--- src/verilog/seg_decoder.sv ---
`timescale 1ns/1ps
`default_nettype none

module seg_decoder (
	input  wire  [3:0] nibble,
	output logic [6:0] seg
);

	// gfedcba, segment lit when high
	always_comb begin
		case (nibble)
			4'h0: seg = 7'h3f;
			4'h1: seg = 7'h06;
			4'h2: seg = 7'h5b;
			4'h3: seg = 7'h4f;
			4'h4: seg = 7'h66;
			4'h5: seg = 7'h6d;
			4'h6: seg = 7'h7d;
			4'h7: seg = 7'h07;
			4'h8: seg = 7'h7f;
			4'h9: seg = 7'h6f;
			4'ha: seg = 7'h77;
			4'hb: seg = 7'h7c;
			4'hc: seg = 7'h39;
			4'hd: seg = 7'h5e;
			4'he: seg = 7'h79;
			default: seg = 7'h71;
		endcase
	end

endmodule

`default_nettype wire

--- config.mk ---
export PLATFORM = sky130hd
export DESIGN_NAME = seg_decoder
export DESIGN_NICKNAME = d
export VERILOG_FILES = /design/src/verilog/seg_decoder.sv
export SDC_FILE = /design/constraint.sdc
export NUM_CORES = 1
export LEC_CHECK = 0
export ABC_AREA = 1
export CAP_MARGIN = 25
export CORE_AREA = 2 2 39 41
export DETAILED_ROUTE_END_ITERATION = 8
export DIE_AREA = 0 0 41 43
export DONT_BUFFER_PORTS = 1
export MAX_ROUTING_LAYER = met4
export PLACE_DENSITY_LB_ADDON = 0.2
export SLEW_MARGIN = 20
export SYNTH_ARGS = -nofsm -noshare
export SYNTH_HDL_FRONTEND = slang
export SYNTH_SLANG_ARGS = --single-unit
export TNS_END_PERCENT = 5
--- constraint.sdc ---
create_clock -name vclk -period 1.3
set_clock_uncertainty 0.15 [all_clocks]
set_input_delay 0.26 -clock vclk [all_inputs]
set_output_delay 0.26 -clock vclk [all_outputs]
set_load 0.1 [all_outputs]
Yosys cells after proc, flatten, opt, wreduce, memory -nomap -nowiden
Memories as Yosys holds them, arrays and structs flattened.
Index checks and enable logic that the tools add are counted.
{ "totals": {"reg_bits": 0, "romBits": 112, "inputBits": 4, "out_inout_bits": 7, "word_cells": 1, "n_memories": 1} }
{ "mem_list": {"columns": ["name", "words", "word_bits", "read_ports", "rd_ports_with_merged_regs", "write_ports", "line", "source"], "rows": [
  ["(no name shown)", 16, 7, 1, 0, 0, "11", "case (nibble)"]
]} }

Depth between registers and ports, before layout
An unclocked memory read counts as a cell.
{ "logic_depth": {"depth_word": 1, "mapped_depth": 7, "depth_no_buf": 7} }

Worst setup path before layout
OpenSTA, ideal clock, no wires.
{ "synth_timing": {"path_type": "in2out", "from": "input nibble[0]", "to": "output seg[3]", "t_arrival_ps": 1405, "required_time_ps": 890, "slack_ps": -515, "stages": 6, "cell_sequence": "inv_1 ha_1 nand2_1 o21ai_0 nand2_1 nand2_1"} }
{ "synth_via": {"elab_chain_cells": 1} }
{ "synth_rtl": {"columns": ["element", "line", "source"], "rows": [
  ["from (decl)", "5", "input wire [3:0] nibble,"],
  ["memory read 16 x 7 bit", null, null],
  ["to (decl)", "6", "output logic [6:0] seg"]
]} }
No other way between the ends.

Worst setup path after layout
{ "layout_timing": {"from": "input nibble[1]", "to": "output seg[3]"} }
The elaborated chain is that of the path after synthesis.

==> results.sh <==
export IMPL_cp_arrival_ns=0.95
export IMPL_maxSlewViolCount=0
export IMPL_finish_utilization_pct=39.7
export IMPL_rows=14
export IMPL_die_area_um2=1760
export IMPL_io_pins=11
export IMPL_hpwlAfterDp_um=516
export IMPL_ant_nets=0
export IMPL_finalWirelength_um=706
export IMPL_syn_area_um2=270
export IMPL_fin_crit_sh_pct=104
export IMPL_post_cts_buffers=0
export IMPL_place_congestion=0.727
export IMPL_worst_setup_path_end_kind="output port"
export IMPL_fin_crit_ns=1.36
export IMPL_worstPathRequired_ns=0.89
export IMPL_syn_nets=63
export IMPL_hold_viol=0
export IMPL_seq_area_um2=0
export IMPL_antenna_found_initial=0
export IMPL_grt_max_degree=10
export IMPL_layout_commonest_cell="nand2_2"
export IMPL_hp_class="in2out"
export IMPL_vias_per_cell=4.30
export IMPL_overflow=0
export IMPL_status="finished, violations left"
export IMPL_n_fill_cell=143
export IMPL_drtPass1Iterations=1
export IMPL_path_delay_family="simple AND/OR/NAND/NOR gates"
export IMPL_crit_path_top_delay_cell="ha_4"
export IMPL_dr_first_iter_drc_count=0
export IMPL_wl_per_cell_um=10.1
export IMPL_mostFrequentLayoutCells="13 x nand2_2, 10 x nand2_1, 4 x inv_1, 4 x nand2_8, 4 x ha_4"
export IMPL_path_max_fanout=5
export IMPL_vias=301
export IMPL_cts_hold_buffers_added=0
export IMPL_layout_area_overhead_vs_synth_pct=103
export IMPL_ir_worst_vdd_uv=154
export IMPL_critPathKind="in2out"
export IMPL_yosysSeqAreaShare_pct=0
export IMPL_final_nets=67
export IMPL_syn_area_per_cell_um2=5.20
export IMPL_max_freq_ghz=0.736
export IMPL_rsz0062_at_grt="true"
export IMPL_finalPower_mw=0.328
export IMPL_path_cells="inv_12 -> ha_4 -> nand2_4 -> o21ai_2 -> nand2_2 -> nand2_8"
export IMPL_critPathLaunchType="input port"
export IMPL_core_area_um2=1380
export IMPL_worstMarginPinSlew_ns=0.283
export IMPL_setup_violations=5
export IMPL_maxCapViolCount=0
export IMPL_antenna_cells=0
export IMPL_die_y_um=43
export IMPL_grt_pass1_wl_mm=1.16
export IMPL_die_x_um=41
export IMPL_initial_core_util_pct=19.5
export IMPL_yosysUniqueCellTypes=9
export IMPL_multi_input_area_um2=410
export IMPL_ys_warnings_count=0
export IMPL_port_buffers=0
export IMPL_synth_cells=52
export IMPL_grt_pass1_vias=272
export IMPL_clockBufferCount=0
export IMPL_worst_slack_ns=-0.0583
export IMPL_relSlewSlack_pct=81.1
export IMPL_failed_checks="negative setup slack"
export IMPL_drive_gt1_share_pct=64.8
export IMPL_path_buf_inv=1
export IMPL_nFlopsAndLatches=0
export IMPL_slowest_delay_ns=0.26
export IMPL_p_leak_nw=0.237
export IMPL_drc=0
export IMPL_grt_use_total_pct=9.11
export IMPL_p_per_area_nw_per_um2=597
[power by group]
part / total (mW) / internal, mW / switching, mW / leakage, nW
logic: 0.328 / 0.0931 / 0.235 / 0.237
registers: 0 / 0 / 0 / 0
clock network: 0 / 0 / 0 / 0
total: 0.328 / 0.0931 / 0.235 / 0.237
[logic make-up after synthesis]
| family | Yosys count | share of synthesized area [%] |
|---|---|---|
| buffers and inverters | 9 | 13.9 |
| adders and majority gates | 7 | 32.4 |
| AOI/OAI and AO/OA | 2 | 3.70 |
| and+or+nand+nor | 34 | 50.0 |
[layout make-up]
| type | instances | share of cell area [%] |
|---|---|---|
| tap | 16 | 3.64 |
| multi-input combinational | 43 | 74.7 |
| timing repair buffer | 3 | 10.9 |
| inverter | 8 | 10.7 |
[Yosys cell counts]
library cell  number  area share, %
inv_2              1            1.4
inv_1              7            9.7
buf_4              1            2.8
o21ai_0            2            3.7
nand2_1           28             39
ha_1               7             32
nor2_1             1            1.4
nand2_2            1            2.3
nand3_1            4            7.4
[metal layers]
layer | wire length, µm | track usage [%] | share of wire [%]
met2 | 346 | 15.0 | 49
met3 | 52 | 0.524 | 7.4
met5 | 0 | - | 0
met1 | 308 | 12.7 | 44
met4 | 0 | 0 | 0
[timing repair]
item,CTS,global route
endpoints found under the setup margin,7,7
gates resized for setup,20,9
pin swaps,10,9
[stage by stage]
stage | hold slack (ns) | setup WS, ns | instance area [µm²] | cells | TNS [ns]
6_report | 0.604 | -0.0583 | 549 | 70 | -0.144
5_1_grt | 0.610 | -0.0734 | 549 | 70 | -0.395
4_1_cts | 0.599 | -0.0318 | 523 | 70 | -0.140
3_5_place_dp | 0.654 | -0.156 | 437 | 70 | -0.515
3_3_place_gp | 0.648 | -0.181 | 437 | 70 | -0.583
2_1_floorplan | 0.698 | -0.146 | 364 | 52 | -0.645
[path summary, 6_finish.rpt]
check / end / cells after the start / start
setup / recovery: seg[3] / 6 / nibble[1]
hold / removal: seg[3] / 2 / nibble[3]
No activity file was read; power rests on OpenSTA's default activity.
