`src/common/boot_params.svh`:
```
`ifndef BOOT_PARAMS_SVH
`define BOOT_PARAMS_SVH

// Flash read timing, cycles of oe low
`define FLASH_WAIT 3

// Boot image
`define BOOT_WORDS 16
`define BOOT_FLASH_BASE 0

// Address widths
`define RAM_AW 8
`define FLASH_AW 22

`endif

```
`src/common/boot_pkg.sv`:
```
`default_nettype none
`include "boot_params.svh"

package boot_pkg;

	typedef logic [15:0] word_t;
	typedef logic [`RAM_AW-1:0] ram_addr_t;
	typedef logic [`FLASH_AW-1:0] flash_addr_t;

	// Flash read sequencer
	typedef enum logic [1:0] {
		FL_IDLE,
		FL_WAIT,
		FL_DONE
	} flash_state_t;

	// Boot copy sequencer
	typedef enum logic [1:0] {
		BOOT_READ,
		BOOT_WRITE,
		BOOT_DONE
	} boot_state_t;

endpackage

`default_nettype wire

```
`src/verilog/word_ram.sv`:
```
`timescale 1ns/1ps
`default_nettype none
`include "boot_params.svh"

module word_ram import boot_pkg::*; (
	input  wire       clk,
	input  wire       en,
	input  wire       we,
	input  ram_addr_t addr,
	input  word_t     wdata,
	output word_t     rdata
);

	word_t mem [0:(1 << `RAM_AW) - 1];

	// Registered read, old data on a write
	always_ff @(posedge clk) begin
		if (en) begin
			if (we) begin
				mem[addr] <= wdata;
			end
			rdata <= mem[addr];
		end
	end

endmodule

`default_nettype wire
```
`config.mk`:
```
export PLATFORM = sky130hd
export DESIGN_NAME = word_ram
export DESIGN_NICKNAME = d
export VERILOG_FILES = /design/src/common/boot_pkg.sv /design/src/verilog/word_ram.sv
export VERILOG_INCLUDE_DIRS = /design/src /design/src/common
export SDC_FILE = /design/constraint.sdc
export NUM_CORES = 2
export LEC_CHECK = 0
export BUFFER_PORTS_ARGS = -buffer_cell sky130_fd_sc_hd__buf_2
export CORE_ASPECT_RATIO = 1.75
export CORE_MARGIN = 10
export CORE_UTILIZATION = 57
export CTS_CLUSTER_DIAMETER = 120
export DETAILED_ROUTE_END_ITERATION = 8
export PLACE_DENSITY_LB_ADDON = 0.15
export SYNTH_ARGS = -nofsm -noshare
export SYNTH_HDL_FRONTEND = slang
export SYNTH_SLANG_ARGS = --single-unit
```
`constraint.sdc`:
```
create_clock -name clk -period 2.8 [get_ports clk]
set_input_delay 0.14 -clock clk [delete_from_list [all_inputs] [get_ports clk]]
set_output_delay 0.14 -clock clk [all_outputs]
set_load 0.05 [all_outputs]
```
* Yosys cells after proc, flatten, opt, wreduce, memory -nomap -nowiden
Memory sizes are Yosys's and may differ from the RTL's. A register that Yosys moved wholly into a read port is not among the register bits.
Index checks and enable logic that the tools add are counted.
** Operators by class
- Eq/ne operators :: 0
- Bitwise operators :: 0
- Reduce and logical (&&, ||, !) cells :: 0
- $lt $le $gt $ge :: 0
- Divide/modulo/power cells :: 0
- Shift-type cells :: 0
- Multipliers :: 0
- Muxes and demuxes :: 3
- Add/sub/neg operators :: 0
** Operators with widths (number)
- $mux W1 :: 3
** Storage, ports and cells
- Memory bits (read-only) :: 0
- Input port bits :: 27
- Memory bits (writable) :: 4096
- Latch bits :: 0
- Output and inout bits :: 16
- Memories kept :: 1
- Word-level logic and storage cells :: 4
- Register bits :: 0
** Memory list
- mem :: depth 256, width 16, read ports 1, clocked after memory_dff 1, write ports 1, RTL line word_ram.sv:14 : word_t mem [0:(1 << `RAM_AW) - 1];

* Logic depth before layout (Yosys ltp)
- Word-level depth :: 3
- Gate-level depth with buffers :: 8
- Gate-level depth less buffers :: 5

* Least setup slack after synthesis
No wires, ideal clock.
- Path type :: input -> register
- Start :: in addr[0]
- End :: mem mem[169][0] in the netlist's numbering (enable)
- Setup time :: 0.388 ns
- Required time :: 2.412 ns
- Setup slack :: 0.110 ns
- Data arrival time :: 2.302 ns
- Buffers on the path :: 4
- Cell stages on the path :: 7
- Path through :: buf_2 clkbuf_1 buf_2 nor3b_1 nand2_1 clkbuf_1 nor2_1
** RTL lines
- start, declared :: RTL line word_ram.sv:9 : input ram_addr_t addr,
- end, declared :: RTL line word_ram.sv:14
No word-level cell before the write port.

==> impl_metrics.xml <==
<?xml version="1.0" encoding="UTF-8"?>
<metrics>
  <group name="pwr">
    <metric name="power.static_leakage" unit="nW">57.04</metric>
    <metric name="worst_ir_drop_vdd" unit="uV">473.4</metric>
    <metric name="power_per_standard_cell_area" unit="mW/mm^2">676.0</metric>
  </group>
  <group name="floorplan">
    <metric name="starting_density_of_the_core" unit="%">57.22</metric>
    <metric name="placementRows" unit="">253</metric>
    <metric name="die_w" unit="um">414.5</metric>
    <metric name="ioPinCount" unit="">43</metric>
    <metric name="die_height" unit="um">710.4</metric>
    <metric name="core_area" unit="mm^2">0.2713</metric>
    <metric name="dieArea" unit="mm^2">0.2945</metric>
  </group>
  <group name="cts">
    <metric name="clock_tree_from_tritoncts" unit="">yes</metric>
    <metric name="cts_htree_levels" unit="">5</metric>
    <metric name="worstSkewPairLatency" unit="ns">0.92</metric>
    <metric name="tritoncts.num_buffers" unit="">349</metric>
    <metric name="clockBufferDepth" unit="">4</metric>
    <metric name="cts.root.buffer_cell" unit="">sky130_fd_sc_hd__clkbuf_16</metric>
    <metric name="cts.reportedPaths.clkPinSlew" unit="ns">0.07</metric>
    <metric name="cts_setup_buffers" unit="">0</metric>
    <metric name="clkSinkCount" unit="">4112</metric>
  </group>
  <group name="timing">
    <metric name="worst-slew-pin-transition" unit="ns">1.087</metric>
    <metric name="setup_viol" unit="">0</metric>
    <metric name="max-slew-margin-rel" unit="%">27.37</metric>
    <metric name="min_period_over_period" unit="%">99.15</metric>
    <metric name="timing_hold_violations_final" unit="">0</metric>
    <metric name="skew" unit="ns">0.03692</metric>
    <metric name="finalCriticalPeriod" unit="ns">2.776</metric>
    <metric name="setup_repair_after_global_routing_missed_its_margin" unit="">false</metric>
    <metric name="tns" unit="ns">0</metric>
    <metric name="max_freq" unit="GHz">0.3602</metric>
    <metric name="final_max_slew_viol_count" unit="">0</metric>
  </group>
  <group name="synthesis">
    <metric name="postSynthNetCount" unit="">6731</metric>
    <metric name="async_flop_share" unit="%">0</metric>
    <metric name="synth_area_leaders" unit="">sky130_fd_sc_hd__edfxtp_1 80%, sky130_fd_sc_hd__mux4_2 15%, sky130_fd_sc_hd__a22oi_1 2.5%, sky130_fd_sc_hd__a21oi_1 0.83%, sky130_fd_sc_hd__clkbuf_1 0.65%</metric>
    <metric name="synth_commonest_cells" unit="">4,112 x sky130_fd_sc_hd__edfxtp_1, 1,024 x sky130_fd_sc_hd__mux4_2, 512 x sky130_fd_sc_hd__a22oi_1, 269 x sky130_fd_sc_hd__clkbuf_1, 259 x sky130_fd_sc_hd__nor2_1</metric>
    <metric name="synth_ff_type" unit="">sky130_fd_sc_hd__edfxtp_1</metric>
    <metric name="post_synthesis_sequential_element_count" unit="">4112</metric>
    <metric name="post_synth.cell_area_avg" unit="um^2">23.16</metric>
    <metric name="synth_top_area_cell" unit="">sky130_fd_sc_hd__edfxtp_1</metric>
    <metric name="synth.cell_area" unit="mm^2">0.1552</metric>
    <metric name="ys_types" unit="">20</metric>
    <metric name="yosysTopAreaCellShare" unit="%">79.54</metric>
    <metric name="synth_enable_flop_cells" unit="">4112</metric>
    <metric name="ys.warnings.count" unit="">0</metric>
    <metric name="synthesis.instances" unit="">6704</metric>
    <metric name="synth_most_common_cell" unit="">sky130_fd_sc_hd__edfxtp_1</metric>
    <metric name="synth-seq-area-share" unit="%">79.54</metric>
  </group>
  <group name="global_routing">
    <metric name="grt_antenna_before_repair" unit="">18</metric>
    <metric name="routing_layer_with_the_top_usage_in_global_route" unit="">met2</metric>
    <metric name="first_pass_grt_wire_length" unit="um">595400</metric>
    <metric name="track_usage" unit="%">28.35</metric>
    <metric name="number_of_global_route_vias_before_repair" unit="">79020</metric>
    <metric name="met1_capacity_usage_during_global_routing" unit="%">34.95</metric>
    <metric name="met3_usage" unit="%">4.327</metric>
    <metric name="globalRoute.totalOverflow" unit="">0</metric>
    <metric name="grt_start_max_net_pins" unit="">112</metric>
    <metric name="grt.met2_usage" unit="%">48.48</metric>
  </group>
  <group name="worst_setup_path">
    <metric name="worst-path-max-fanout" unit="">1</metric>
    <metric name="crit_type" unit="">flip-flop to flip-flop</metric>
    <metric name="start_kind" unit="">flip-flop</metric>
    <metric name="worstPathArrival" unit="ns">3.43</metric>
    <metric name="timing.critical_path.required" unit="ns">3.45</metric>
    <metric name="cp-end-kind" unit="">flip-flop</metric>
    <metric name="worst_r2r_path_depth" unit="">6</metric>
  </group>
  <group name="final_layout">
    <metric name="finish.instance_area" unit="mm^2">0.1816</metric>
    <metric name="area_growth_syn_to_layout" unit="%">16.98</metric>
    <metric name="drive_gt1_share" unit="%">33.07</metric>
    <metric name="design.final.nets" unit="">7745</metric>
    <metric name="multiInputGateArea" unit="mm^2">0.03041</metric>
    <metric name="layout.filler_cells" unit="">16720</metric>
    <metric name="sequential_cell_area" unit="mm^2">0.1235</metric>
  </group>
  <group name="routing">
    <metric name="wire_length_after_detailed_routing" unit="um">416600</metric>
    <metric name="drtPass1Iterations" unit="">7</metric>
    <metric name="drt_iter0_markers" unit="">9283</metric>
    <metric name="avgViaCountPerCell" unit="">6.627</metric>
    <metric name="num_vias" unit="">76730</metric>
    <metric name="final_antenna_net_count" unit="">0</metric>
    <metric name="wl_per_cell" unit="um">35.98</metric>
    <metric name="drt_drc_violations_left" unit="">0</metric>
  </group>
  <group name="hold_path">
    <metric name="hold_critical_path_depth" unit="">5</metric>
    <metric name="hold_path.class" unit="">input port to flip-flop</metric>
  </group>
  <group name="place">
    <metric name="detailed_place_hpwl" unit="um">268600</metric>
    <metric name="io_buffer_count" unit="">42</metric>
    <metric name="gp_congestion" unit="">0.8497</metric>
    <metric name="placed_area" unit="mm^2">0.1702</metric>
  </group>
  <group name="run_status">
    <metric name="status" unit="">completed</metric>
  </group>
  <group name="job">
    <metric name="drv_cap" unit="">0</metric>
  </group>
</metrics>
[metal layers]
metal / vias to the layer above / part of all wire (%)
met1: 41190 / 34
li1: 30940 / -
met3: 766 / 7.8
met2: 3827 / 52
met4: 10 / 6.6
met5: - / 0.016
[cell families after synthesis]
logic type | share of synthesized area (%)
AO/OA/AOI/OAI | 3.662
multiplexers | 14.86
flip-flops | 79.54
AND/OR/NAND/NOR | 0.8390
buffers and inverters | 1.103
[area by class of cell]
type	count	share of cell area, %
Timing Repair Buffer	1075	6.647
Sequential cell	4112	68.00
Antenna cell	12	0.01654
Clock buffer	420	5.073
Multi-Input combinational cell	2180	16.75
Clock inverter	209	1.059
Tap cell	3570	2.460
[worst max-delay path, stage by stage, from the launching register on]
cell and delay, ns:
sky130_fd_sc_hd__edfxtp_1 0.38, sky130_fd_sc_hd__mux4_2 0.48, sky130_fd_sc_hd__a22oi_1 0.32, sky130_fd_sc_hd__a21oi_1 0.28, sky130_fd_sc_hd__o41ai_1 0.77, sky130_fd_sc_hd__buf_4 0.22, sky130_fd_sc_hd__nand4_1 0.08
[worst paths after layout]
kind | endpoint | slack [ns] | start
setup / recovery | rdata[4]$_DFFE_PP_ | 0.02 | mem[42][4]$_DFFE_PP_
hold / removal | mem[34][12]$_DFFE_PP_ | 0.15 | addr[6]
setup reg to reg | rdata[4]$_DFFE_PP_ | 0.02 | mem[42][4]$_DFFE_PP_
hold reg to reg | rdata[9]$_DFFE_PP_ | 1.14 | mem[210][9]$_DFFE_PP_
[cells in the final DEF (no fill, tap or decap), drive strengths merged]
| cell | count |
|---|---|
| clkbuf | 420 |
| nor3 | 1 |
| nor3b | 2 |
| bufinv | 32 |
| buf | 1058 |
| inv | 10 |
| edfxtp | 4112 |
| nand2b | 2 |
| clkinvlp | 27 |
| diode | 12 |
| clkinv | 140 |
| nand4 | 16 |
| dlygate4sd3 | 17 |
| nor2 | 259 |
| nand2 | 30 |
| o41ai | 64 |
| a21oi | 256 |
| and4 | 1 |
| and2 | 2 |
| or2 | 1 |
| nand3 | 4 |
| mux4 | 1024 |
| nor2b | 6 |
| a22oi | 512 |
[power breakdown]
part	internal, mW	total, mW	switching, mW
sequential	67.8	67.9	0.0799
clock	26.5	48.1	21.6
combinational	2.63	6.76	4.14
total	96.9	123	25.9
[sequential cells by signal (all words and copies together) (netlist names)]
register,cells
rdata,16
mem,4096
[through the flow]
| stage | utilization, % | worst slack, ns | cells | power (mW) | hold WS (ns) |
|---|---|---|---|---|---|
| 2_1_floorplan | - | 0.1097 | 6704 | 72.07 | 0.2389 |
| 3_3_place_gp | 62.73 | -0.8312 | 10920 | 75.82 | 0.5217 |
| 3_5_place_dp | 62.73 | -0.8415 | 10920 | 75.94 | 0.5248 |
| 4_1_cts | 66.92 | 0.005141 | 11570 | 123.3 | 0.08358 |
| 5_1_grt | 66.93 | 0.01901 | 11570 | 125.9 | 0.1465 |
| 6_report | 66.94 | 0.02392 | 11580 | 122.8 | 0.1524 |
[repair_timing]
item                                   in CTS  in global routing
hold buffers                               17                  0
resized for setup                           8                  3
setup endpoints to repair                   6                  3
endpoints found under the hold margin    1656                  0
(Power assumes the default switching activity.)
