[src/common/boot_params.svh]
`ifndef BOOT_PARAMS_SVH
`define BOOT_PARAMS_SVH

// Flash read timing, cycles of oe low
`define FLASH_WAIT 3

// Boot image
`define BOOT_WORDS 16
`define BOOT_FLASH_BASE 0

// Address widths
`define RAM_AW 8
`define FLASH_AW 22

`endif

[src/common/boot_pkg.sv]
`default_nettype none
`include "boot_params.svh"

package boot_pkg;

	typedef logic [15:0] word_t;
	typedef logic [`RAM_AW-1:0] ram_addr_t;
	typedef logic [`FLASH_AW-1:0] flash_addr_t;

	// Flash read sequencer
	typedef enum logic [1:0] {
		FL_IDLE,
		FL_WAIT,
		FL_DONE
	} flash_state_t;

	// Boot copy sequencer
	typedef enum logic [1:0] {
		BOOT_READ,
		BOOT_WRITE,
		BOOT_DONE
	} boot_state_t;

endpackage

`default_nettype wire

[src/flash/flash_reader.sv]
`timescale 1ns/1ps
`default_nettype none
`include "boot_params.svh"

module flash_reader import boot_pkg::*; (
	input  wire         clk,
	input  wire         reset,
	input  wire         req_valid,
	output logic        req_ready,
	input  flash_addr_t req_addr,
	output logic        rsp_valid,
	output word_t       rsp_data,
	output flash_addr_t flash_addr,
	input  word_t       flash_data,
	output logic        flash_ce,
	output logic        flash_oe
);

	flash_state_t state;
	logic [3:0] wait_cnt;
	logic last_wait;

	assign req_ready = (state == FL_IDLE);
	assign rsp_valid = (state == FL_DONE);
	assign last_wait = (state == FL_WAIT) && (wait_cnt == 4'(`FLASH_WAIT - 1));

	always_ff @(posedge clk) begin
		if (reset) begin
			state <= FL_IDLE;
			wait_cnt <= '0;
			flash_ce <= 1'b1;
			flash_oe <= 1'b1;
		end else begin
			case (state)
				FL_IDLE: begin
					if (req_valid) begin
						state <= FL_WAIT;
						wait_cnt <= '0;
						flash_ce <= 1'b0;
						flash_oe <= 1'b0;
					end
				end
				FL_WAIT: begin
					// Release the chip right after the sampling edge
					if (last_wait) begin
						state <= FL_DONE;
						flash_ce <= 1'b1;
						flash_oe <= 1'b1;
					end else begin
						wait_cnt <= wait_cnt + 4'd1;
					end
				end
				FL_DONE: begin
					state <= FL_IDLE;
				end
				default: begin
					state <= FL_IDLE;
				end
			endcase
		end
	end

	// Address held for the whole window
	always_ff @(posedge clk) begin
		if (req_valid && req_ready) begin
			flash_addr <= req_addr;
		end
		if (last_wait) begin
			rsp_data <= flash_data;
		end
	end

	assert property (@(posedge clk) disable iff (reset) !flash_oe |-> !flash_ce)
		else $error("flash_oe low while flash_ce high");

endmodule

`default_nettype wire

[config.mk]
export PLATFORM = sky130hd
export DESIGN_NAME = flash_reader
export DESIGN_NICKNAME = d
export VERILOG_FILES = /design/src/common/boot_pkg.sv /design/src/flash/flash_reader.sv
export VERILOG_INCLUDE_DIRS = /design/src /design/src/common
export SDC_FILE = /design/constraint.sdc
export NUM_CORES = 1
export LEC_CHECK = 0
export ABC_CLOCK_PERIOD_IN_PS = 6200
export BUFFER_PORTS_ARGS = -buffer_cell sky130_fd_sc_hd__buf_2
export CORE_UTILIZATION = 30
export CTS_BUF_LIST = sky130_fd_sc_hd__clkbuf_16
export CTS_CLUSTER_SIZE = 25
export DETAILED_ROUTE_END_ITERATION = 6
export PLACE_DENSITY_LB_ADDON = 0.25
export SETUP_SLACK_MARGIN = 0.15
export SLEW_MARGIN = 20
export SYNTH_ARGS = -nofsm -noshare
export SYNTH_HDL_FRONTEND = slang
export SYNTH_SLANG_ARGS = --single-unit
[constraint.sdc]
create_clock -name clk -period 6.2 [get_ports clk]
set_clock_uncertainty 0.1 [all_clocks]
set_input_delay 1.55 -clock clk [delete_from_list [all_inputs] [get_ports clk]]
set_output_delay 1.55 -clock clk [all_outputs]
set_load 0.02 [all_outputs]
; Word level (Yosys, flattened, before mapping)
; Index checks and enable logic that the tools add are counted.
; Widths: inputs -> output; s select.
[op_classes]
addsub = 1
eq_ne = 6
n_reduce_logical = 7
n_mux = 9
[op_table]
columns = cell, n
row1 = $mux 4, 2
row2 = $pmux 4 s2, 1
row3 = $ne 2x2->1 const B, 3
row4 = $reduce_and 3->1, 2
row5 = $add 4x1->4 const B, 1
row6 = $eq 4x2->1 const B, 1
row7 = $mux 2, 2
row8 = $pmux 2 s2, 1
row9 = $eq 2x1->1 const B, 1
row10 = $eq 2x2->1 const B, 1
row11 = $logic_and 1x1->1, 2
row12 = $logic_not 2->1, 1
row13 = $mux 1, 2
row14 = $pmux 1 s2, 1
row15 = $reduce_and 2->1, 1
row16 = $reduce_bool 2->1, 1
[word_totals]
input_bits = 41
register_bits = 45
out_inout_bits = 42

; Longest topological paths before layout
; Gate-level depths: netlist (run 1).
[logic_depth]
word_depth = 4
ltp_mapped = 5
depth_no_buf = 5

; Least setup slack after synthesis (run 1)
; OpenSTA, ideal clock, no wires.
[synth_timing]
kind = input -> register
from = in req_valid
to = reg wait_cnt[2]
required_ps = 5975
setup_slack_ps = 2345
setup_time_ps = 125
cell_stages = 3
path_buffers = 0
arrival_ps = 3630
cell_sequence = nor3b_1 > or2_2 > a21oi_1
[synth_between]
elab_chain_cells = 2
[synth_lines]
columns = item, line
row1 = start: declaration, flash_reader.sv:8  ; input wire req_valid,
row2 = $ne 2x2->1 (no source line), -
row3 = $reduce_and 3->1 (no source line), -
row4 = end signal: assignment, flash_reader.sv:50  ; wait_cnt <= wait_cnt + 4'd1;
row5 = end: declaration, flash_reader.sv:20  ; logic [3:0] wait_cnt;
; No other way between the ends.
; A chain may end at the register's enable or synchronous reset.

; Final worst setup path (run 1)
[layout_timing]
from = reg state[0]
to = out rsp_valid
[layout_between]
elab_chain_cells = 1
[layout_lines]
columns = item, line
row1 = start: declaration, flash_reader.sv:19  ; flash_state_t state;
row2 = start signal: assignment, flash_reader.sv:29  ; state <= FL_IDLE;
row3 = start signal: assignment, flash_reader.sv:37  ; state <= FL_WAIT;
row4 = start signal: assignment, flash_reader.sv:46  ; state <= FL_DONE;
row5 = $eq 2x2->1, flash_reader.sv:24  ; assign rsp_valid = (state == FL_DONE);
row6 = end: declaration, flash_reader.sv:11  ; output logic rsp_valid,
; No other way between the ends.

==> results.sh, run 1 <==
export IMPL_yosysWarnings=0
export IMPL_cts_inserted_buffers=5
export IMPL_grt_first_pass_wirelength_um=4370
export IMPL_cts_tree="yes"
export IMPL_reg2reg_depth=5
export IMPL_drtAntennaViolNets=0
export IMPL_fin_tns_setup_ns=0
export IMPL_placedInstanceArea_um2=2000
export IMPL_finalWirelength_um=2870
export IMPL_crit_fanout=8
export IMPL_ys_seq_elements=45
export IMPL_async_flop_share_pct=0
export IMPL_holdPathStages=2
export IMPL_start_kind="flip-flop"
export IMPL_dieWidth_um=72.7
export IMPL_antenna_found_initial=0
export IMPL_slew_headroom_pct=59.8
export IMPL_peakVddDrop_v=0.000128
export IMPL_synth_edf_count=38
export IMPL_place_gp_congestion=0.625
export IMPL_diodes=0
export IMPL_netlist_top_cells_count="edfxtp_1 (38), dfxtp_1 (7), a21oi_1 (5), inv_1 (4), o21ai_0 (4)"
export IMPL_r2r_slack_ns=4.16
export IMPL_drcViolationCount=0
export IMPL_powerDensity_nw_per_um2=301
export IMPL_r2r_end="rsp_data[4]"
export IMPL_root_buffer="clkbuf_16"
export IMPL_hold_class="flip-flop to flip-flop"
export IMPL_yosysMostFrequentCell="edfxtp_1"
export IMPL_synth_area_leaders="edfxtp_1 (76%), dfxtp_1 (9.3%), a21oi_1 (1.7%)"
export IMPL_dieArea_um2=5280
export IMPL_postCtsSetupRepairBufs=0
export IMPL_synth_cell_types=20
export IMPL_dpl_cell_count=228
export IMPL_portBuffers=82
export IMPL_synthToLayoutAreaGrowth_pct=43.3
export IMPL_syn_nets=122
export IMPL_cts_clk_slew_worst_paths_ns=0.06
export IMPL_p_total_uw=647
export IMPL_ctsHoldBuffers=0
export IMPL_grt_pass1_vias=976
export IMPL_netlist_instances=79
export IMPL_vias=982
export IMPL_die_h_um=72.7
export IMPL_hold_start="wait_cnt[3]"
export IMPL_fillCellCount=445
export IMPL_placementRows=25
export IMPL_grt_overflow_total=0
export IMPL_r2r_start="wait_cnt[0]"
export IMPL_dr_pass1_iters=3
export IMPL_netlist_area_um2=1500
export IMPL_synth_top_area_share_pct=76.1
export IMPL_synth_top_cell_by_area="edfxtp_1"
export IMPL_core_area_um2=4750
export IMPL_cp_end_kind="primary output"
export IMPL_crit_required_ns=4.55
export IMPL_avgSynthCellArea_um2=19.0
export IMPL_fmax_ghz=0.355
export IMPL_start_util_pct=31.5
export IMPL_clock_latency_ns=0.28
export IMPL_rsz0062_at_grt="false"
export IMPL_grt_util_all_layers_pct=11.3
export IMPL_cp_arrival_ns=1.17
export IMPL_fin_nets=211
export IMPL_cts_resized=0
export IMPL_holdWs_ns=0.415
export IMPL_p_leak_nw=0.896
export IMPL_instances_no_fill=236
export IMPL_ios=83
export IMPL_grt_max_degree=24
export IMPL_drv_slew=0
export IMPL_synth_main_ff_cell="edfxtp_1"
export IMPL_via_per_inst=4.16
export IMPL_drive_above_1_share_pct=56.2
export IMPL_clock_path_buffers=2
export IMPL_path_class="flip-flop to primary output"
export IMPL_finalInstanceArea_um2=2150
export IMPL_period_share_pct=45.4
export IMPL_outcome="completed"
export IMPL_hold_violations=0
export IMPL_min_to="wait_cnt[3]"
export IMPL_dpl_hpwl_um=2190
export IMPL_drtIter0Drc=29
export IMPL_wl_per_cell_um=12.1
export IMPL_fin_crit_ns=2.82
export IMPL_clock_sinks=45
export IMPL_setup_viol=0
export IMPL_cap_violations=0
export IMPL_htree_num_levels=2
export IMPL_yosysSeqAreaShare_pct=85.5
export IMPL_tightest_slew_ns=0.603
==> sequential cells by signal, indices dropped and copies added (netlist names) <==
register    flops
rsp_data       16
flash_oe        1
flash_addr     22
state           2
wait_cnt        4
==> final cells by class <==
class / count / area, µm² / area share, %
Clock buffer: 5 / 125 / 5.82
Timing Repair Buffer: 83 / 418 / 19.5
Sequential cell: 45 / 1280 / 59.6
Inverter: 4 / 15.0 / 0.699
Multi-Input combinational cell: 29 / 200 / 9.32
Tap cell: 67 / 83.8 / 3.90
Clock inverter: 3 / 25.0 / 1.16
==> logic make-up after synthesis <==
kind of cell	share of synthesized area (%)
compound gates	4.26
buf+inv	1.50
fa+ha+maj	1.67
simple gates	7.10
flops	85.5
==> per-layer routing <==
metal / track usage, % / vias up / part of all wire, %
met4: 5.23 / 0 / 1.2
met1: 12.0 / 460 / 37
met3: 4.01 / 4 / 7.3
met5: 0 / - / 0
li1: - / 481 / -
met2: 19.9 / 37 / 54
==> cell usage in the layout, fill, tap and decap left out <==
cell type	count
inv_1	4
or2_2	1
clkinvlp_4	1
edfxtp_1	38
o21bai_2	1
inv_6	1
a21oi_1	5
nand2b_1	1
or4_1	2
nand3_1	2
dfxtp_1	7
or3_1	2
o21ai_0	4
clkinv_4	1
ha_1	2
nor3b_1	1
o31ai_1	1
and4bb_1	1
nand3b_1	1
and2b_2	1
nor2_1	2
nor3b_2	1
buf_4	1
buf_2	82
nor3_1	1
clkbuf_16	5
==> through the flow <==
stage	worst slack (ns)	util, %
floorplan	2.35	-
global placement	3.58	42.0
detailed placement	3.51	42.0
CTS	3.37	45.2
global route	3.33	45.2
finish	3.38	45.2
==> where the power goes <==
part	internal [mW]	total (mW)	switching, mW
Combinational	0.0184	0.0451	0.0266
Clock	0.151	0.258	0.107
Sequential	0.340	0.344	0.00402
==> worst max-delay path, cell delays in order, from the launching register on <==
cell and delay, ns:
dfxtp_1 0.48, and2b_2 0.25, buf_2 0.15
==> worst max path at each step <==
stage | slack (ns) | end | from | cells past startpoint
3_3_place_gp | 3.58 | wait_cnt[2] | req_valid | 5
6_report | 3.38 | rsp_valid | state[0] | 2
4_1_cts | 3.37 | rsp_valid | state[0] | 2
3_5_place_dp | 3.51 | wait_cnt[0] | req_valid | 5
5_1_grt | 3.33 | rsp_valid | state[0] | 2
2_1_floorplan | 2.35 | wait_cnt[2] | req_valid | 3
(Power assumes the default switching activity.)
==> run 2, diff against run 1 <==
--- a/config.mk
+++ b/config.mk
@@ -6,7 +6,7 @@
 export SDC_FILE = /design/constraint.sdc
 export NUM_CORES = 1
 export LEC_CHECK = 0
-export ABC_CLOCK_PERIOD_IN_PS = 6200
+export ABC_CLOCK_PERIOD_IN_PS = 2400
 export BUFFER_PORTS_ARGS = -buffer_cell sky130_fd_sc_hd__buf_2
 export CORE_UTILIZATION = 30
 export CTS_BUF_LIST = sky130_fd_sc_hd__clkbuf_16
==> constraint.sdc (replaced) <==
create_clock -name clk -period 2.4 [get_ports clk]
set_clock_uncertainty 0.1 [all_clocks]
set_input_delay 0.6 -clock clk [delete_from_list [all_inputs] [get_ports clk]]
set_output_delay 0.6 -clock clk [all_outputs]
set_load 0.02 [all_outputs]
==> results.sh, run 2 (synthesis results as in run 1) <==
export IMPL_fin_crit_ns=1.99
export IMPL_rsz0062_at_grt="false"
export IMPL_clock_latency_ns=0.27
export IMPL_slew_headroom_pct=61.5
export IMPL_reg_largest_list="flash_addr (22), rsp_data (16), wait_cnt (4)"
export IMPL_cts_resized=0
export IMPL_setup_viol=0
export IMPL_largest_register_ffs=22
export IMPL_start_kind="flip-flop"
export IMPL_fin_tns_setup_ns=0
export IMPL_p_leak_nw=0.903
export IMPL_finalWirelength_um=2990
export IMPL_final_cell_mix="buf_2 (82), edfxtp_1 (38), dfxtp_1 (7)"
export IMPL_die_h_um=72.7
export IMPL_dieWidth_um=72.7
export IMPL_r2r_start="wait_cnt[0]"
export IMPL_root_buffer="clkbuf_16"
export IMPL_hold_class="input pin to flip-flop"
export IMPL_drive_above_1_share_pct=55.0
export IMPL_grt_pass1_vias=977
export IMPL_powerDensity_nw_per_um2=760
export IMPL_start_util_pct=31.5
export IMPL_drtAntennaViolNets=0
export IMPL_wl_per_cell_um=12.7
export IMPL_grt_overflow_total=0
export IMPL_peakVddDrop_v=0.000366
export IMPL_cpMostUsedCell="inv_1"
export IMPL_crit_start="wait_cnt[0]"
export IMPL_finalInstanceArea_um2=2160
export IMPL_holdPathStages=1
export IMPL_postCtsSetupRepairBufs=0
export IMPL_ios=83
export IMPL_antenna_found_initial=0
export IMPL_max_stage_delay_ns=0.47
export IMPL_cp_arrival_ns=1.80
export IMPL_diodes=0
export IMPL_placementRows=25
export IMPL_clock_path_buffers=2
export IMPL_hold_start="req_addr[18]"
export IMPL_place_gp_congestion=0.842
export IMPL_drv_slew=0
export IMPL_dpl_hpwl_um=2320
export IMPL_crit_slowest_cell="inv_1"
export IMPL_fin_nets=211
export IMPL_period_share_pct=82.8
export IMPL_cp_depth=5
export IMPL_cp_end_kind="flip-flop"
export IMPL_portBuffers=82
export IMPL_vias=982
export IMPL_cts_clk_slew_worst_paths_ns=0.06
export IMPL_crit_chain="inv_1, ha_1, nor3b_1, nand3b_1, inv_1"
export IMPL_hold_violations=0
export IMPL_r2r_end="rsp_data[4]"
export IMPL_fmax_ghz=0.503
export IMPL_synthToLayoutAreaGrowth_pct=43.9
export IMPL_endpoint="rsp_data[4]"
export IMPL_crit_fanout=16
export IMPL_grt_util_all_layers_pct=11.6
export IMPL_dieArea_um2=5280
export IMPL_ctsHoldBuffers=0
export IMPL_outcome="completed"
export IMPL_grt_first_pass_wirelength_um=4500
export IMPL_via_per_inst=4.16
export IMPL_drtIter0Drc=36
export IMPL_cts_tree="yes"
export IMPL_largest_register="flash_addr"
export IMPL_cap_violations=0
export IMPL_placedInstanceArea_um2=2020
export IMPL_core_area_um2=4750
export IMPL_instances_no_fill=236
export IMPL_r2r_slack_ns=0.41
export IMPL_clock_sinks=45
export IMPL_final_common_cell="buf_2"
export IMPL_dr_pass1_iters=4
export IMPL_final_util_pct=45.4
export IMPL_cpLargestDelayFamily="buffers and inverters"
export IMPL_fillCellCount=455
export IMPL_dpl_cell_count=228
export IMPL_worst_path_buf_inv=2
export IMPL_cts_inserted_buffers=5
export IMPL_crit_required_ns=2.21
export IMPL_grt_max_degree=18
export IMPL_tightest_slew_ns=0.576
export IMPL_path_class="flip-flop to flip-flop"
export IMPL_drcViolationCount=0
export IMPL_htree_num_levels=2
export IMPL_reg2reg_depth=5
run 2: cell count changes in the layout (fill, tap and decap cells not counted), sizes merged:
cell    change
clkinv      -1
inv         +1
run 2: final cells by class:
cell class,instances,area (µm²),area share [%]
clock buffers,5,125,5.80
clock inverters,3,15.0,0.696
inverters,4,15.0,0.696
multi-input cells,29,206,9.57
flip-flops and latches,45,1280,59.4
well taps,67,83.8,3.89
repair buffers,83,430,20.0
run 2: metal layers:
layer | share of wire, % | track usage (%) | vias to the layer above
li1 | - | - | 478
met1 | 39 | 12.4 | 453
met2 | 52 | 20.8 | 47
met3 | 7.5 | 4.28 | 4
met4 | 0.87 | 4.58 | 0
met5 | 0 | 0 | -
run 2: report_power, final:
part	leakage, nW	total [mW]	internal, mW	switching (mW)
registers	0.411	0.890	0.879	0.0113
logic	0.420	0.123	0.0518	0.0709
clock network	0.0724	0.626	0.377	0.249
run 2: worst min path at each step:
stage                           endpoint
after global placement       wait_cnt[3]
after floorplan              wait_cnt[3]
after global routing      flash_addr[14]
after detailed placement     wait_cnt[3]
after CTS                  flash_addr[3]
final                     flash_addr[18]
run 2: worst reg2reg max path: cells and delay by family (launching register included):
family                     cells  cell delay [ns]
buffers and inverters          2             0.55
and+or+nand+nor                2             0.47
DFF                            1             0.34
adders and majority gates      1             0.16
run 2: stage by stage:
stage          setup slack, ns  hold WS (ns)  power [mW]
4_1_cts                  0.401         0.388        1.66
5_1_grt                  0.256         0.387        1.70
3_5_place_dp             0.426         0.397        1.03
6_report                 0.413         0.394        1.64
3_3_place_gp             0.539         0.385        1.03
2_1_floorplan            0.321         0.364       0.962
