$ cat src/common/boot_params.svh
`ifndef BOOT_PARAMS_SVH
`define BOOT_PARAMS_SVH

// Flash read timing, cycles of oe low
`define FLASH_WAIT 3

// Boot image
`define BOOT_WORDS 16
`define BOOT_FLASH_BASE 0

// Address widths
`define RAM_AW 8
`define FLASH_AW 22

`endif

$ cat src/common/boot_pkg.sv
`default_nettype none
`include "boot_params.svh"

package boot_pkg;

	typedef logic [15:0] word_t;
	typedef logic [`RAM_AW-1:0] ram_addr_t;
	typedef logic [`FLASH_AW-1:0] flash_addr_t;

	// Flash read sequencer
	typedef enum logic [1:0] {
		FL_IDLE,
		FL_WAIT,
		FL_DONE
	} flash_state_t;

	// Boot copy sequencer
	typedef enum logic [1:0] {
		BOOT_READ,
		BOOT_WRITE,
		BOOT_DONE
	} boot_state_t;

endpackage

`default_nettype wire

$ cat src/verilog/ram_arbiter.sv
`timescale 1ns/1ps
`default_nettype none
`include "boot_params.svh"

module ram_arbiter import boot_pkg::*; (
	input  wire       clk,
	input  wire       reset,
	input  wire       boot_wr_valid,
	input  ram_addr_t boot_wr_addr,
	input  word_t     boot_wr_data,
	input  wire       boot_done,
	input  wire       host_valid,
	output logic      host_ready,
	input  wire       host_write,
	input  ram_addr_t host_addr,
	input  word_t     host_wdata,
	output logic      host_rvalid,
	output word_t     host_rdata,
	output logic      ram_en,
	output logic      ram_we,
	output ram_addr_t ram_addr,
	output word_t     ram_wdata,
	input  word_t     ram_rdata,
	output ram_addr_t show_addr
);

	logic host_fire;
	logic rd_pending;

	// Host is locked out until the image is in place
	assign host_ready = boot_done;
	assign host_fire = host_valid && host_ready;

	// Boot writes win
	assign ram_en = boot_wr_valid || host_fire;
	assign ram_we = boot_wr_valid || (host_fire && host_write);
	assign ram_addr = boot_wr_valid ? boot_wr_addr : host_addr;
	assign ram_wdata = boot_wr_valid ? boot_wr_data : host_wdata;

	assign host_rvalid = rd_pending;
	assign host_rdata = ram_rdata;

	always_ff @(posedge clk) begin
		if (reset) begin
			rd_pending <= 1'b0;
			show_addr <= '0;
		end else begin
			rd_pending <= host_fire && !host_write;
			// Display follows the boot address, then the host
			if (ram_en) begin
				show_addr <= ram_addr;
			end
		end
	end

	assert property (@(posedge clk) disable iff (reset)
		(host_fire && !host_write) |=> host_rvalid)
		else $error("host_rvalid missing after accepted read");

	// Bootloader never writes once the host is let in
	assert property (@(posedge clk) disable iff (reset) boot_wr_valid |-> !host_ready)
		else $error("boot write after boot_done");

endmodule

`default_nettype wire

$ cat config.mk
export PLATFORM = sky130hd
export DESIGN_NAME = ram_arbiter
export DESIGN_NICKNAME = d
export VERILOG_FILES = /design/src/common/boot_pkg.sv /design/src/verilog/ram_arbiter.sv
export VERILOG_INCLUDE_DIRS = /design/src /design/src/common
export SDC_FILE = /design/constraint.sdc
export NUM_CORES = 1
export LEC_CHECK = 0
export BUFFER_PORTS_ARGS = -buffer_cell sky130_fd_sc_hd__buf_2
export CAP_MARGIN = 15
export CORE_ASPECT_RATIO = 1.25
export CORE_MARGIN = 2
export CORE_UTILIZATION = 26
export DETAILED_ROUTE_END_ITERATION = 16
export GPL_TIMING_DRIVEN = 1
export PLACE_DENSITY_LB_ADDON = 0.2
export SLEW_MARGIN = 30
export SYNTH_ARGS = -nofsm -noshare
export SYNTH_HDL_FRONTEND = slang
export SYNTH_SLANG_ARGS = --single-unit
$ cat constraint.sdc
create_clock -name clk -period 0.8 [get_ports clk]
set_input_delay 0.08 -clock clk [delete_from_list [all_inputs] [get_ports clk]]
set_output_delay 0.08 -clock clk [all_outputs]
set_load 0.01 [all_outputs]
# Yosys cells after proc, flatten, opt, wreduce, memory -nomap -nowiden

Index checks and enable logic that the tools add are counted.

Input port bits: 70
Bits in registers: 9
Word-level logic and storage cells: 10
Output and inout port bits: 52

Mux-type cells: 2
Reduce and logical (&&, ||, !) cells: 6

Operators by type and width:

| operator           | number |
|---|---|
| two-way mux 16 bit | 1 |
| two-way mux 8 bit  | 1 |
| logical AND 1 bit  | 3 |
| logical OR 1 bit   | 2 |
| logical NOT 1 bit  | 1 |

# Logic depth before layout (Yosys ltp)

Gate-level depths: netlist of the first run.

Word-level depth: 3
Gate-level depth with buffers: 4
Depth with buffers taken out: 2

# Worst setup path before layout of the first run

Ideal clock, no wire load.

Path kind: input to output
Start point: input port boot_wr_valid
End point: output port ram_wdata[10]
Setup slack: -53 ps
Path buffers: 2
Arrival: 773 ps
Stages on the path: 3
Required time: 720 ps
Cell sequence: buf_6 > buf_2 > mux2_2

Word-level cells in the longest chain between the ends: 1

RTL lines:

| what               | line              | RTL |
|---|---|---|
| from (decl)        | ram_arbiter.sv:8  | `input wire boot_wr_valid,` |
| two-way mux 16 bit | ram_arbiter.sv:38 | `assign ram_wdata = boot_wr_valid ? boot_wr_data : host_wdata;` |
| to (decl)          | ram_arbiter.sv:22 | `output word_t ram_wdata,` |

Every way passes these cells.

# Final worst setup path of the first run

Start point: input port boot_wr_valid
End point: output port ram_wdata[7]

Same word-level chain as after synthesis.

==> impl_metrics.json, run 1 <==
{
  "cts-htree-levels": 1,
  "final_common_cell": "buf_2",
  "min_from": "reset",
  "io-pin-count": 122,
  "gp_congestion": 0.6749,
  "setup_viol": 28,
  "clock-sinks": 9,
  "synthToLayoutAreaGrowth_pct": 109.8,
  "cpPeakStageDelay_ns": 0.30,
  "path_clk_slew_ns": 0.07,
  "skew_ns": 0,
  "final_layout_size_suffix_gt1_share_pct": 85.88,
  "syn_inst": 84,
  "drc_errors": 0,
  "final-seq-area_um2": 190.2,
  "p_per_area_mw_per_mm2": 1098,
  "dieWidth_um": 53.72,
  "cts_buffer_depth": 2,
  "core_area_mm2": 0.002945,
  "violations": "setup timing",
  "slew_violations": 0,
  "cp.depth": 4,
  "ys_seq_elements": 9,
  "synth_area_per_cell_um2": 9.563,
  "maxSlewHeadroom_pct": 84.53,
  "track_usage_pct": 16.32,
  "layoutNonFillerInstCount": 206,
  "fp-row-count": 22,
  "critPathArrivalTime_ns": 0.79,
  "hp-class": "in2reg",
  "ant_nets": 0,
  "fillers": 261,
  "nets": 241,
  "path_cells": "buf_12 > clkbuf_16 > mux2_4 > buf_6",
  "dp_hpwl_mm": 1.917,
  "ir_drop_uv": 779.4,
  "routed_via_density": 4.665,
  "grt_pass1_vias": 949,
  "p_leak_uw": 0.0008735,
  "hold_ws_ns": 0.1059,
  "final_area_mm2": 0.001685,
  "period_minus_slack_ns": 0.8695,
  "wire_per_inst_um": 14.35,
  "multi_input_area_um2": 554.3,
  "die-area_mm2": 0.003553,
  "crit_fanout": 6,
  "r2r_end": "show_addr[4]",
  "crit_path_end_kind": "output pin",
  "drt-pass1-iter-count": 2,
  "cpMaxStageDelayCell": "mux2_4",
  "antenna_found_initial": 0,
  "cp-start-kind": "primary input",
  "die-height_um": 66.15,
  "worstSkewPairLatency_ns": 0.27,
  "r2r-start": "show_addr[4]",
  "drt-initial-drc-count": 14,
  "path_delay_family": "buffers and inverters",
  "setup_slack_ns": -0.06948,
  "reg2reg_slack_ns": 0.08,
  "antennaDiodeCount": 0,
  "min_to": "show_addr[3]",
  "grt_pass1_wl_mm": 4.195,
  "grt_setup_unrepaired": "yes",
  "cts_tree": "built",
  "dp.cells": 190,
  "cp.required_ns": 0.72,
  "fmax_ghz": 1.150,
  "vias": 961,
  "grt_max_degree": 11,
  "totalWireLength_mm": 2.957,
  "ys_seq_area_share_pct": 22.43,
  "critPathKind": "in2out",
  "gr-total-overflow": 0,
  "worst_slew_pin_slew_ns": 0.2321,
  "crit_buf_inv": 3,
  "cts-buffers-inserted": 3,
  "min_path_cells": 2,
  "syn-num-nets": 154,
  "synth_cell_type_count": 16,
  "final_cell_mix": "buf_2, buf_6, mux2_4",
  "placed_cell_area_mm2": 0.001165,
  "finalHoldViolations": 0,
  "root_buffer": "clkbuf_4",
  "fin_crit_sh_pct": 108.7,
  "maxCapViolations": 0,
  "synthesis.area_um2": 803.3,
  "portBuffers": 89,
  "status": "finished, violations left",
  "r2r.worst_path.cells": 2,
  "start_util_pct": 27.27,
  "yosys_warnings": 0
}
## area by class of cell
class                      instances  share of cell area, %
clock buffer                       3                  1.336
inverter                           8                  1.782
timing repair buffer             105                  49.74
tap                               36                  2.673
sequential                         9                  11.28
clock inverter                     1                 0.2970
multi-input combinational         44                  32.89
## stage by stage
| stage | setup slack (ns) | utilization (%) | TNS, ns | power [uW] |
|---|---|---|---|---|
| floorplan | -0.01217 | - | -0.05485 | 918.0 |
| global placement | -0.1564 | 39.55 | -4.244 | 1113 |
| detailed placement | -0.1715 | 39.55 | -4.805 | 1120 |
| CTS | -0.07354 | 51.78 | -1.384 | 1736 |
| global route | -0.09099 | 57.22 | -2.057 | 1968 |
| finish | -0.06948 | 57.22 | -1.201 | 1850 |
## cells by family after synthesis
group | share of synthesized area [%]
AND/OR/NAND/NOR | 4.828
AO/OA/AOI/OAI | 13.71
buffers and inverters | 26.63
flip-flops | 22.43
multiplexers | 32.40
## per-layer routing
| layer | GRT usage (%) | part of all wire [%] | vias up |
|---|---|---|---|
| li1 | - | - | 448 |
| met1 | 16.30 | 37 | 444 |
| met2 | 30.64 | 53 | 62 |
| met3 | 4.299 | 8.7 | 7 |
| met4 | 6.090 | 1.3 | 0 |
| met5 | 0 | 0 | - |
## worst register-to-register path, stage by stage, from the launching register on
cell      delay (ns)
dfxtp_2         0.34
nor2_1          0.06
a221oi_2        0.23
## where the power goes
part / leakage (uW) / internal [uW] / switching, uW
logic: 0.000779 / 600 / 370
registers: 0.0000769 / 491 / 26.6
clock network: 0.0000177 / 185 / 178
## state kept, by name, summed over array words and instances, names as in the netlist
| signal | count |
|---|---|
| show_addr | 8 |
| host_rvalid | 1 |
## Yosys cell counts (all sizes together)
library cell | n | area [um^2]
buf | 22 | 180.2
mux2 | 16 | 180.2
dfxtp | 9 | 180.2
a221oi | 8 | 95.09
inv | 8 | 30.03
mux2i | 8 | 80.08
nor2 | 8 | 30.03
a21o | 1 | 7.510
clkbuf | 1 | 3.750
nand2 | 1 | 3.750
nor3 | 1 | 5.000
o21a | 1 | 7.510
## timing repair
item | in CTS | in global routing
endpoints found under the hold margin | 1 | 0
cloned | 2 | 1
resized for setup | 54 | 20
hold buffers | 1 | 0
pin swaps | 0 | 2
buffers inserted | 4 | 4
endpoints found under the setup margin | 34 | 34
## how the worst max path moves through the flow
| stage | from | to | slack (ns) |
|---|---|---|---|
| after floorplan | boot_wr_valid | show_addr[0] | -0.01 |
| after global placement | boot_wr_valid | ram_wdata[11] | -0.16 |
| after detailed placement | boot_wr_valid | ram_wdata[11] | -0.17 |
| after CTS | boot_wr_valid | ram_wdata[7] | -0.07 |
| after global routing | boot_wr_valid | ram_addr[1] | -0.09 |
| final | boot_wr_valid | ram_wdata[7] | -0.07 |
Note: power is estimated with default switching activity, not from simulation.
==> inputs of run 2 (changes only) <==
==> constraint.sdc (replaced) <==
create_clock -name clk -period 0.8 [get_ports clk]
set_input_delay 0.16 -clock clk [delete_from_list [all_inputs] [get_ports clk]]
set_output_delay 0.16 -clock clk [all_outputs]
set_load 0.01 [all_outputs]
==> impl_metrics.json, run 2 (synthesis results as in run 1) <==
{
  "status": "finished, violations left",
  "violations": "setup timing",
  "gr-total-overflow": 0,
  "path_cells": "buf_12 > buf_16 > mux2_4 > buf_6",
  "cpPeakStageDelay_ns": 0.30,
  "setup_viol": 41,
  "final_layout_size_suffix_gt1_share_pct": 85.55,
  "setup_slack_ns": -0.2128,
  "gp_congestion": 0.6821,
  "cp-start-kind": "primary input",
  "maxCapViolations": 0,
  "cp.required_ns": 0.64,
  "crit_fanout": 8,
  "grt_pass1_vias": 971,
  "worstSkewPairLatency_ns": 0.26,
  "grt_setup_unrepaired": "yes",
  "worst_slew_pin_slew_ns": 0.2407,
  "hp-class": "in2reg",
  "largest_reg_flops": 8,
  "fmax_ghz": 0.9874,
  "drt-pass1-iter-count": 4,
  "multi_input_area_um2": 534.3,
  "track_usage_pct": 14.59,
  "cts_tree": "built",
  "antennaDiodeCount": 0,
  "fillers": 269,
  "die-height_um": 66.15,
  "fin_crit_sh_pct": 126.6,
  "core_area_mm2": 0.002945,
  "start_util_pct": 27.27,
  "synthToLayoutAreaGrowth_pct": 107.2,
  "final_common_cell": "buf_2",
  "dieWidth_um": 53.72,
  "critPathKind": "in2out",
  "drt-initial-drc-count": 26,
  "final-seq-area_um2": 190.2,
  "finalHoldViolations": 0,
  "root_buffer": "clkbuf_4",
  "ir_drop_uv": 988.4,
  "totalWireLength_mm": 2.791,
  "p_leak_uw": 0.0008869,
  "grt_max_degree": 10,
  "io-pin-count": 122,
  "use_met2_pct": 27.74,
  "path_clk_slew_ns": 0.06,
  "skew_ns": 0,
  "hold_ws_ns": 0.07968,
  "grt_pass1_wl_mm": 3.905,
  "maxSlewHeadroom_pct": 83.96,
  "drc_errors": 0,
  "dp_hpwl_mm": 2.112,
  "cpMaxStageDelayCell": "mux2_4",
  "p_per_area_mw_per_mm2": 1092,
  "fp-row-count": 22,
  "period_minus_slack_ns": 1.013,
  "clock-sinks": 9,
  "routed_via_density": 4.555,
  "wire_per_inst_um": 13.35,
  "finalPower_uw": 1817,
  "largest_register": "show_addr",
  "cts_buffer_depth": 2,
  "ant_nets": 0,
  "use_met1_pct": 14.11,
  "slew_violations": 0,
  "die-area_mm2": 0.003553,
  "final_cell_mix": "buf_2, buf_6, mux2_4",
  "cts-buffers-inserted": 3,
  "grt_most_used_layer": "met2",
  "critPathArrivalTime_ns": 0.85,
  "cts-htree-levels": 1,
  "crit_path_end_kind": "output pin",
  "use_met3_pct": 3.620,
  "vias": 952,
  "nets": 244,
  "antenna_found_initial": 0,
  "portBuffers": 89
}
## run 2: changes by cell type in the layout (fill, tap and decap cells not counted), sizes merged
cell / previous run / this run
buf: 103 / 108
clkinv: 1 / 0
dlygate4sd3: 1 / 0
## run 2: stage by stage
stage	worst slack (ns)	util [%]	setup TNS, ns	instances	instance area [um^2]
after floorplan	-0.09437	-	-2.431	84	902.1
after global placement	-0.3151	45.03	-9.270	200	1326
after detailed placement	-0.3431	45.03	-10.11	200	1326
after CTS	-0.2064	55.01	-5.754	208	1620
after global routing	-0.2340	56.50	-6.497	209	1664
final	-0.2128	56.50	-5.548	209	1664
## run 2: power breakdown
group | internal, uW | total (uW) | switching (uW)
Clock | 192 | 347 | 155
Sequential | 491 | 516 | 24.9
Combinational | 600 | 954 | 354
## run 2: worst paths after layout
kind,start,endpoint,slack [ns],cells after the start
max,boot_wr_valid,ram_wdata[7],-0.21,4
min,host_write,host_rvalid,0.08,2
max reg2reg,show_addr[0],show_addr[0],0.06,3
min reg2reg,show_addr[6],show_addr[6],0.54,2
## run 2: final cells by class
class	count	area share (%)
Timing Repair Buffer	108	50.38
Multi-Input combinational cell	44	32.11
Sequential cell	9	11.43
Tap cell	36	2.707
Inverter	8	1.805
Clock buffer	4	1.579
## run 2: worst max-delay path, delay by kind of cell
family   cells  cell delay (ns)
buf+inv      3             0.38
mux          1             0.30
## run 2: metal layers
metal	vias up	wire length (um)
met2	70	1450
li1	453	-
met4	0	29
met1	423	942
met3	6	368
met5	-	0
## run 2: what timing repair did
action,4_1_cts,5_1_grt
gates cloned,1,0
hold buffers,0,0
buffers inserted,4,2
endpoints found under the setup margin,39,42
pin swaps,3,3
resized for setup,45,7
==> inputs of run 3 (changes only) <==
PLACE_DENSITY = 0.76   (was unset)
PLACE_DENSITY_LB_ADDON = unset   (was 0.2)
==> impl_metrics.json, run 3 (synthesis results as in run 1) <==
{
  "status": "finished, violations left",
  "violations": "setup timing",
  "clock-sinks": 9,
  "ir_drop_uv": 695.7,
  "cp.required_ns": 0.64,
  "critPathArrivalTime_ns": 0.87,
  "grt_max_degree": 11,
  "path_cells": "buf_16 > buf_16 > mux2_4 > buf_6",
  "p_leak_uw": 0.0009145,
  "setup_slack_ns": -0.2323,
  "fmax_ghz": 0.9687,
  "worst_slew_pin_slew_ns": 0.2728,
  "crit_path_end_kind": "output pin",
  "drt-pass1-iter-count": 4,
  "skew_ns": 0,
  "cpMaxStageDelayCell": "mux2_4",
  "layoutNonFillerInstCount": 211,
  "gp_congestion": 0.6418,
  "final_cell_mix": "buf_2, buf_6, mux2_4",
  "grt_pass1_wl_mm": 4.650,
  "vias": 999,
  "cpPeakStageDelay_ns": 0.31,
  "critPathKind": "in2out",
  "grt_pass1_vias": 1042,
  "root_buffer": "clkbuf_4",
  "hp-class": "in2reg",
  "antennaDiodeCount": 0,
  "maxSlewHeadroom_pct": 81.81,
  "largest_register": "show_addr",
  "largest_reg_flops": 8,
  "p_per_area_mw_per_mm2": 1097,
  "finalHoldViolations": 0,
  "hold_ws_ns": 0.07264,
  "die-height_um": 66.15,
  "antenna_found_initial": 0,
  "worstSkewPairLatency_ns": 0.26,
  "period_minus_slack_ns": 1.032,
  "cts_buffer_depth": 2,
  "start_util_pct": 27.27,
  "fp-row-count": 22,
  "finalPower_uw": 1906,
  "path_clk_slew_ns": 0.06,
  "cp-start-kind": "primary input",
  "setup_viol": 38,
  "totalWireLength_mm": 3.564,
  "track_usage_pct": 18.08,
  "path_common_cell": "buf_16",
  "fin_crit_sh_pct": 129.0,
  "final_layout_size_suffix_gt1_share_pct": 87.43,
  "crit_fanout": 8,
  "cts-htree-levels": 1,
  "cts-buffers-inserted": 3,
  "nets": 246,
  "grt_setup_unrepaired": "yes",
  "final_common_cell": "buf_2",
  "wire_per_inst_um": 16.89,
  "synthToLayoutAreaGrowth_pct": 116.4,
  "ant_nets": 0,
  "drt-initial-drc-count": 16,
  "routed_via_density": 4.735,
  "cts_tree": "built",
  "dieWidth_um": 53.72,
  "dp_hpwl_mm": 2.311,
  "maxCapViolations": 0,
  "io-pin-count": 122,
  "die-area_mm2": 0.003553,
  "slew_violations": 0,
  "drc_errors": 0,
  "portBuffers": 89,
  "core_area_mm2": 0.002945,
  "gr-total-overflow": 0,
  "fillers": 241,
  "dp.cells": 199
}
## run 3: timing repair
| action | 4_1_cts | 5_1_grt |
|---|---|---|
| setup buffers | 8 | 2 |
| gates resized for setup | 52 | 11 |
| cloned | 3 | 0 |
| endpoints found under the hold margin | 0 | 0 |
| hold buffers | 0 | 0 |
| pin swaps | 3 | 4 |
| endpoints found under the setup margin | 41 | 41 |
## run 3: layout make-up
type                    count  area (um^2)  area share (%)
repair buffers            110        907.1           52.20
multi-input cells          44        539.3           31.03
flip-flops and latches      9        190.2           10.94
well taps                  36        45.04           2.592
inverters                   8        30.03           1.728
clock buffers               4        26.28           1.512
## run 3: metrics by stage
step	utilization, %	setup TNS (ns)	cell area, um^2	setup WS (ns)
6_report	59.01	-6.004	1738	-0.2323
5_1_grt	59.01	-6.791	1738	-0.2509
4_1_cts	57.09	-5.998	1682	-0.2138
3_5_place_dp	44.35	-10.56	1306	-0.3533
3_3_place_gp	44.35	-10.23	1306	-0.3368
2_1_floorplan	-	-2.431	902.1	-0.09437
## run 3: critical path: cells and delay by family
| family | cells | cell delay [ns] |
|---|---|---|
| muxes | 1 | 0.31 |
| buffers and inverters | 3 | 0.40 |
## run 3: worst paths after layout
kind,startpoint,to,slack [ns],cells after the start
setup / recovery,boot_wr_valid,ram_wdata[6],-0.23,4
setup reg to reg,show_addr[1],show_addr[1],0.01,3
hold / removal,host_write,host_rvalid,0.07,2
hold reg to reg,show_addr[2],show_addr[2],0.54,2
## run 3: layer usage
layer | vias up | share of wire [%] | global-route usage (%)
met5 | - | 0 | 0
met4 | 0 | 2.3 | 4.487
met3 | 8 | 13 | 5.204
met2 | 70 | 55 | 37.65
met1 | 462 | 30 | 15.43
li1 | 459 | - | -
## run 3: power by group
group          total, uW  switching [uW]  internal [uW]
clock                363             170            192
combinational       1030             389            637
sequential           516            25.4            491
total               1910             585           1320
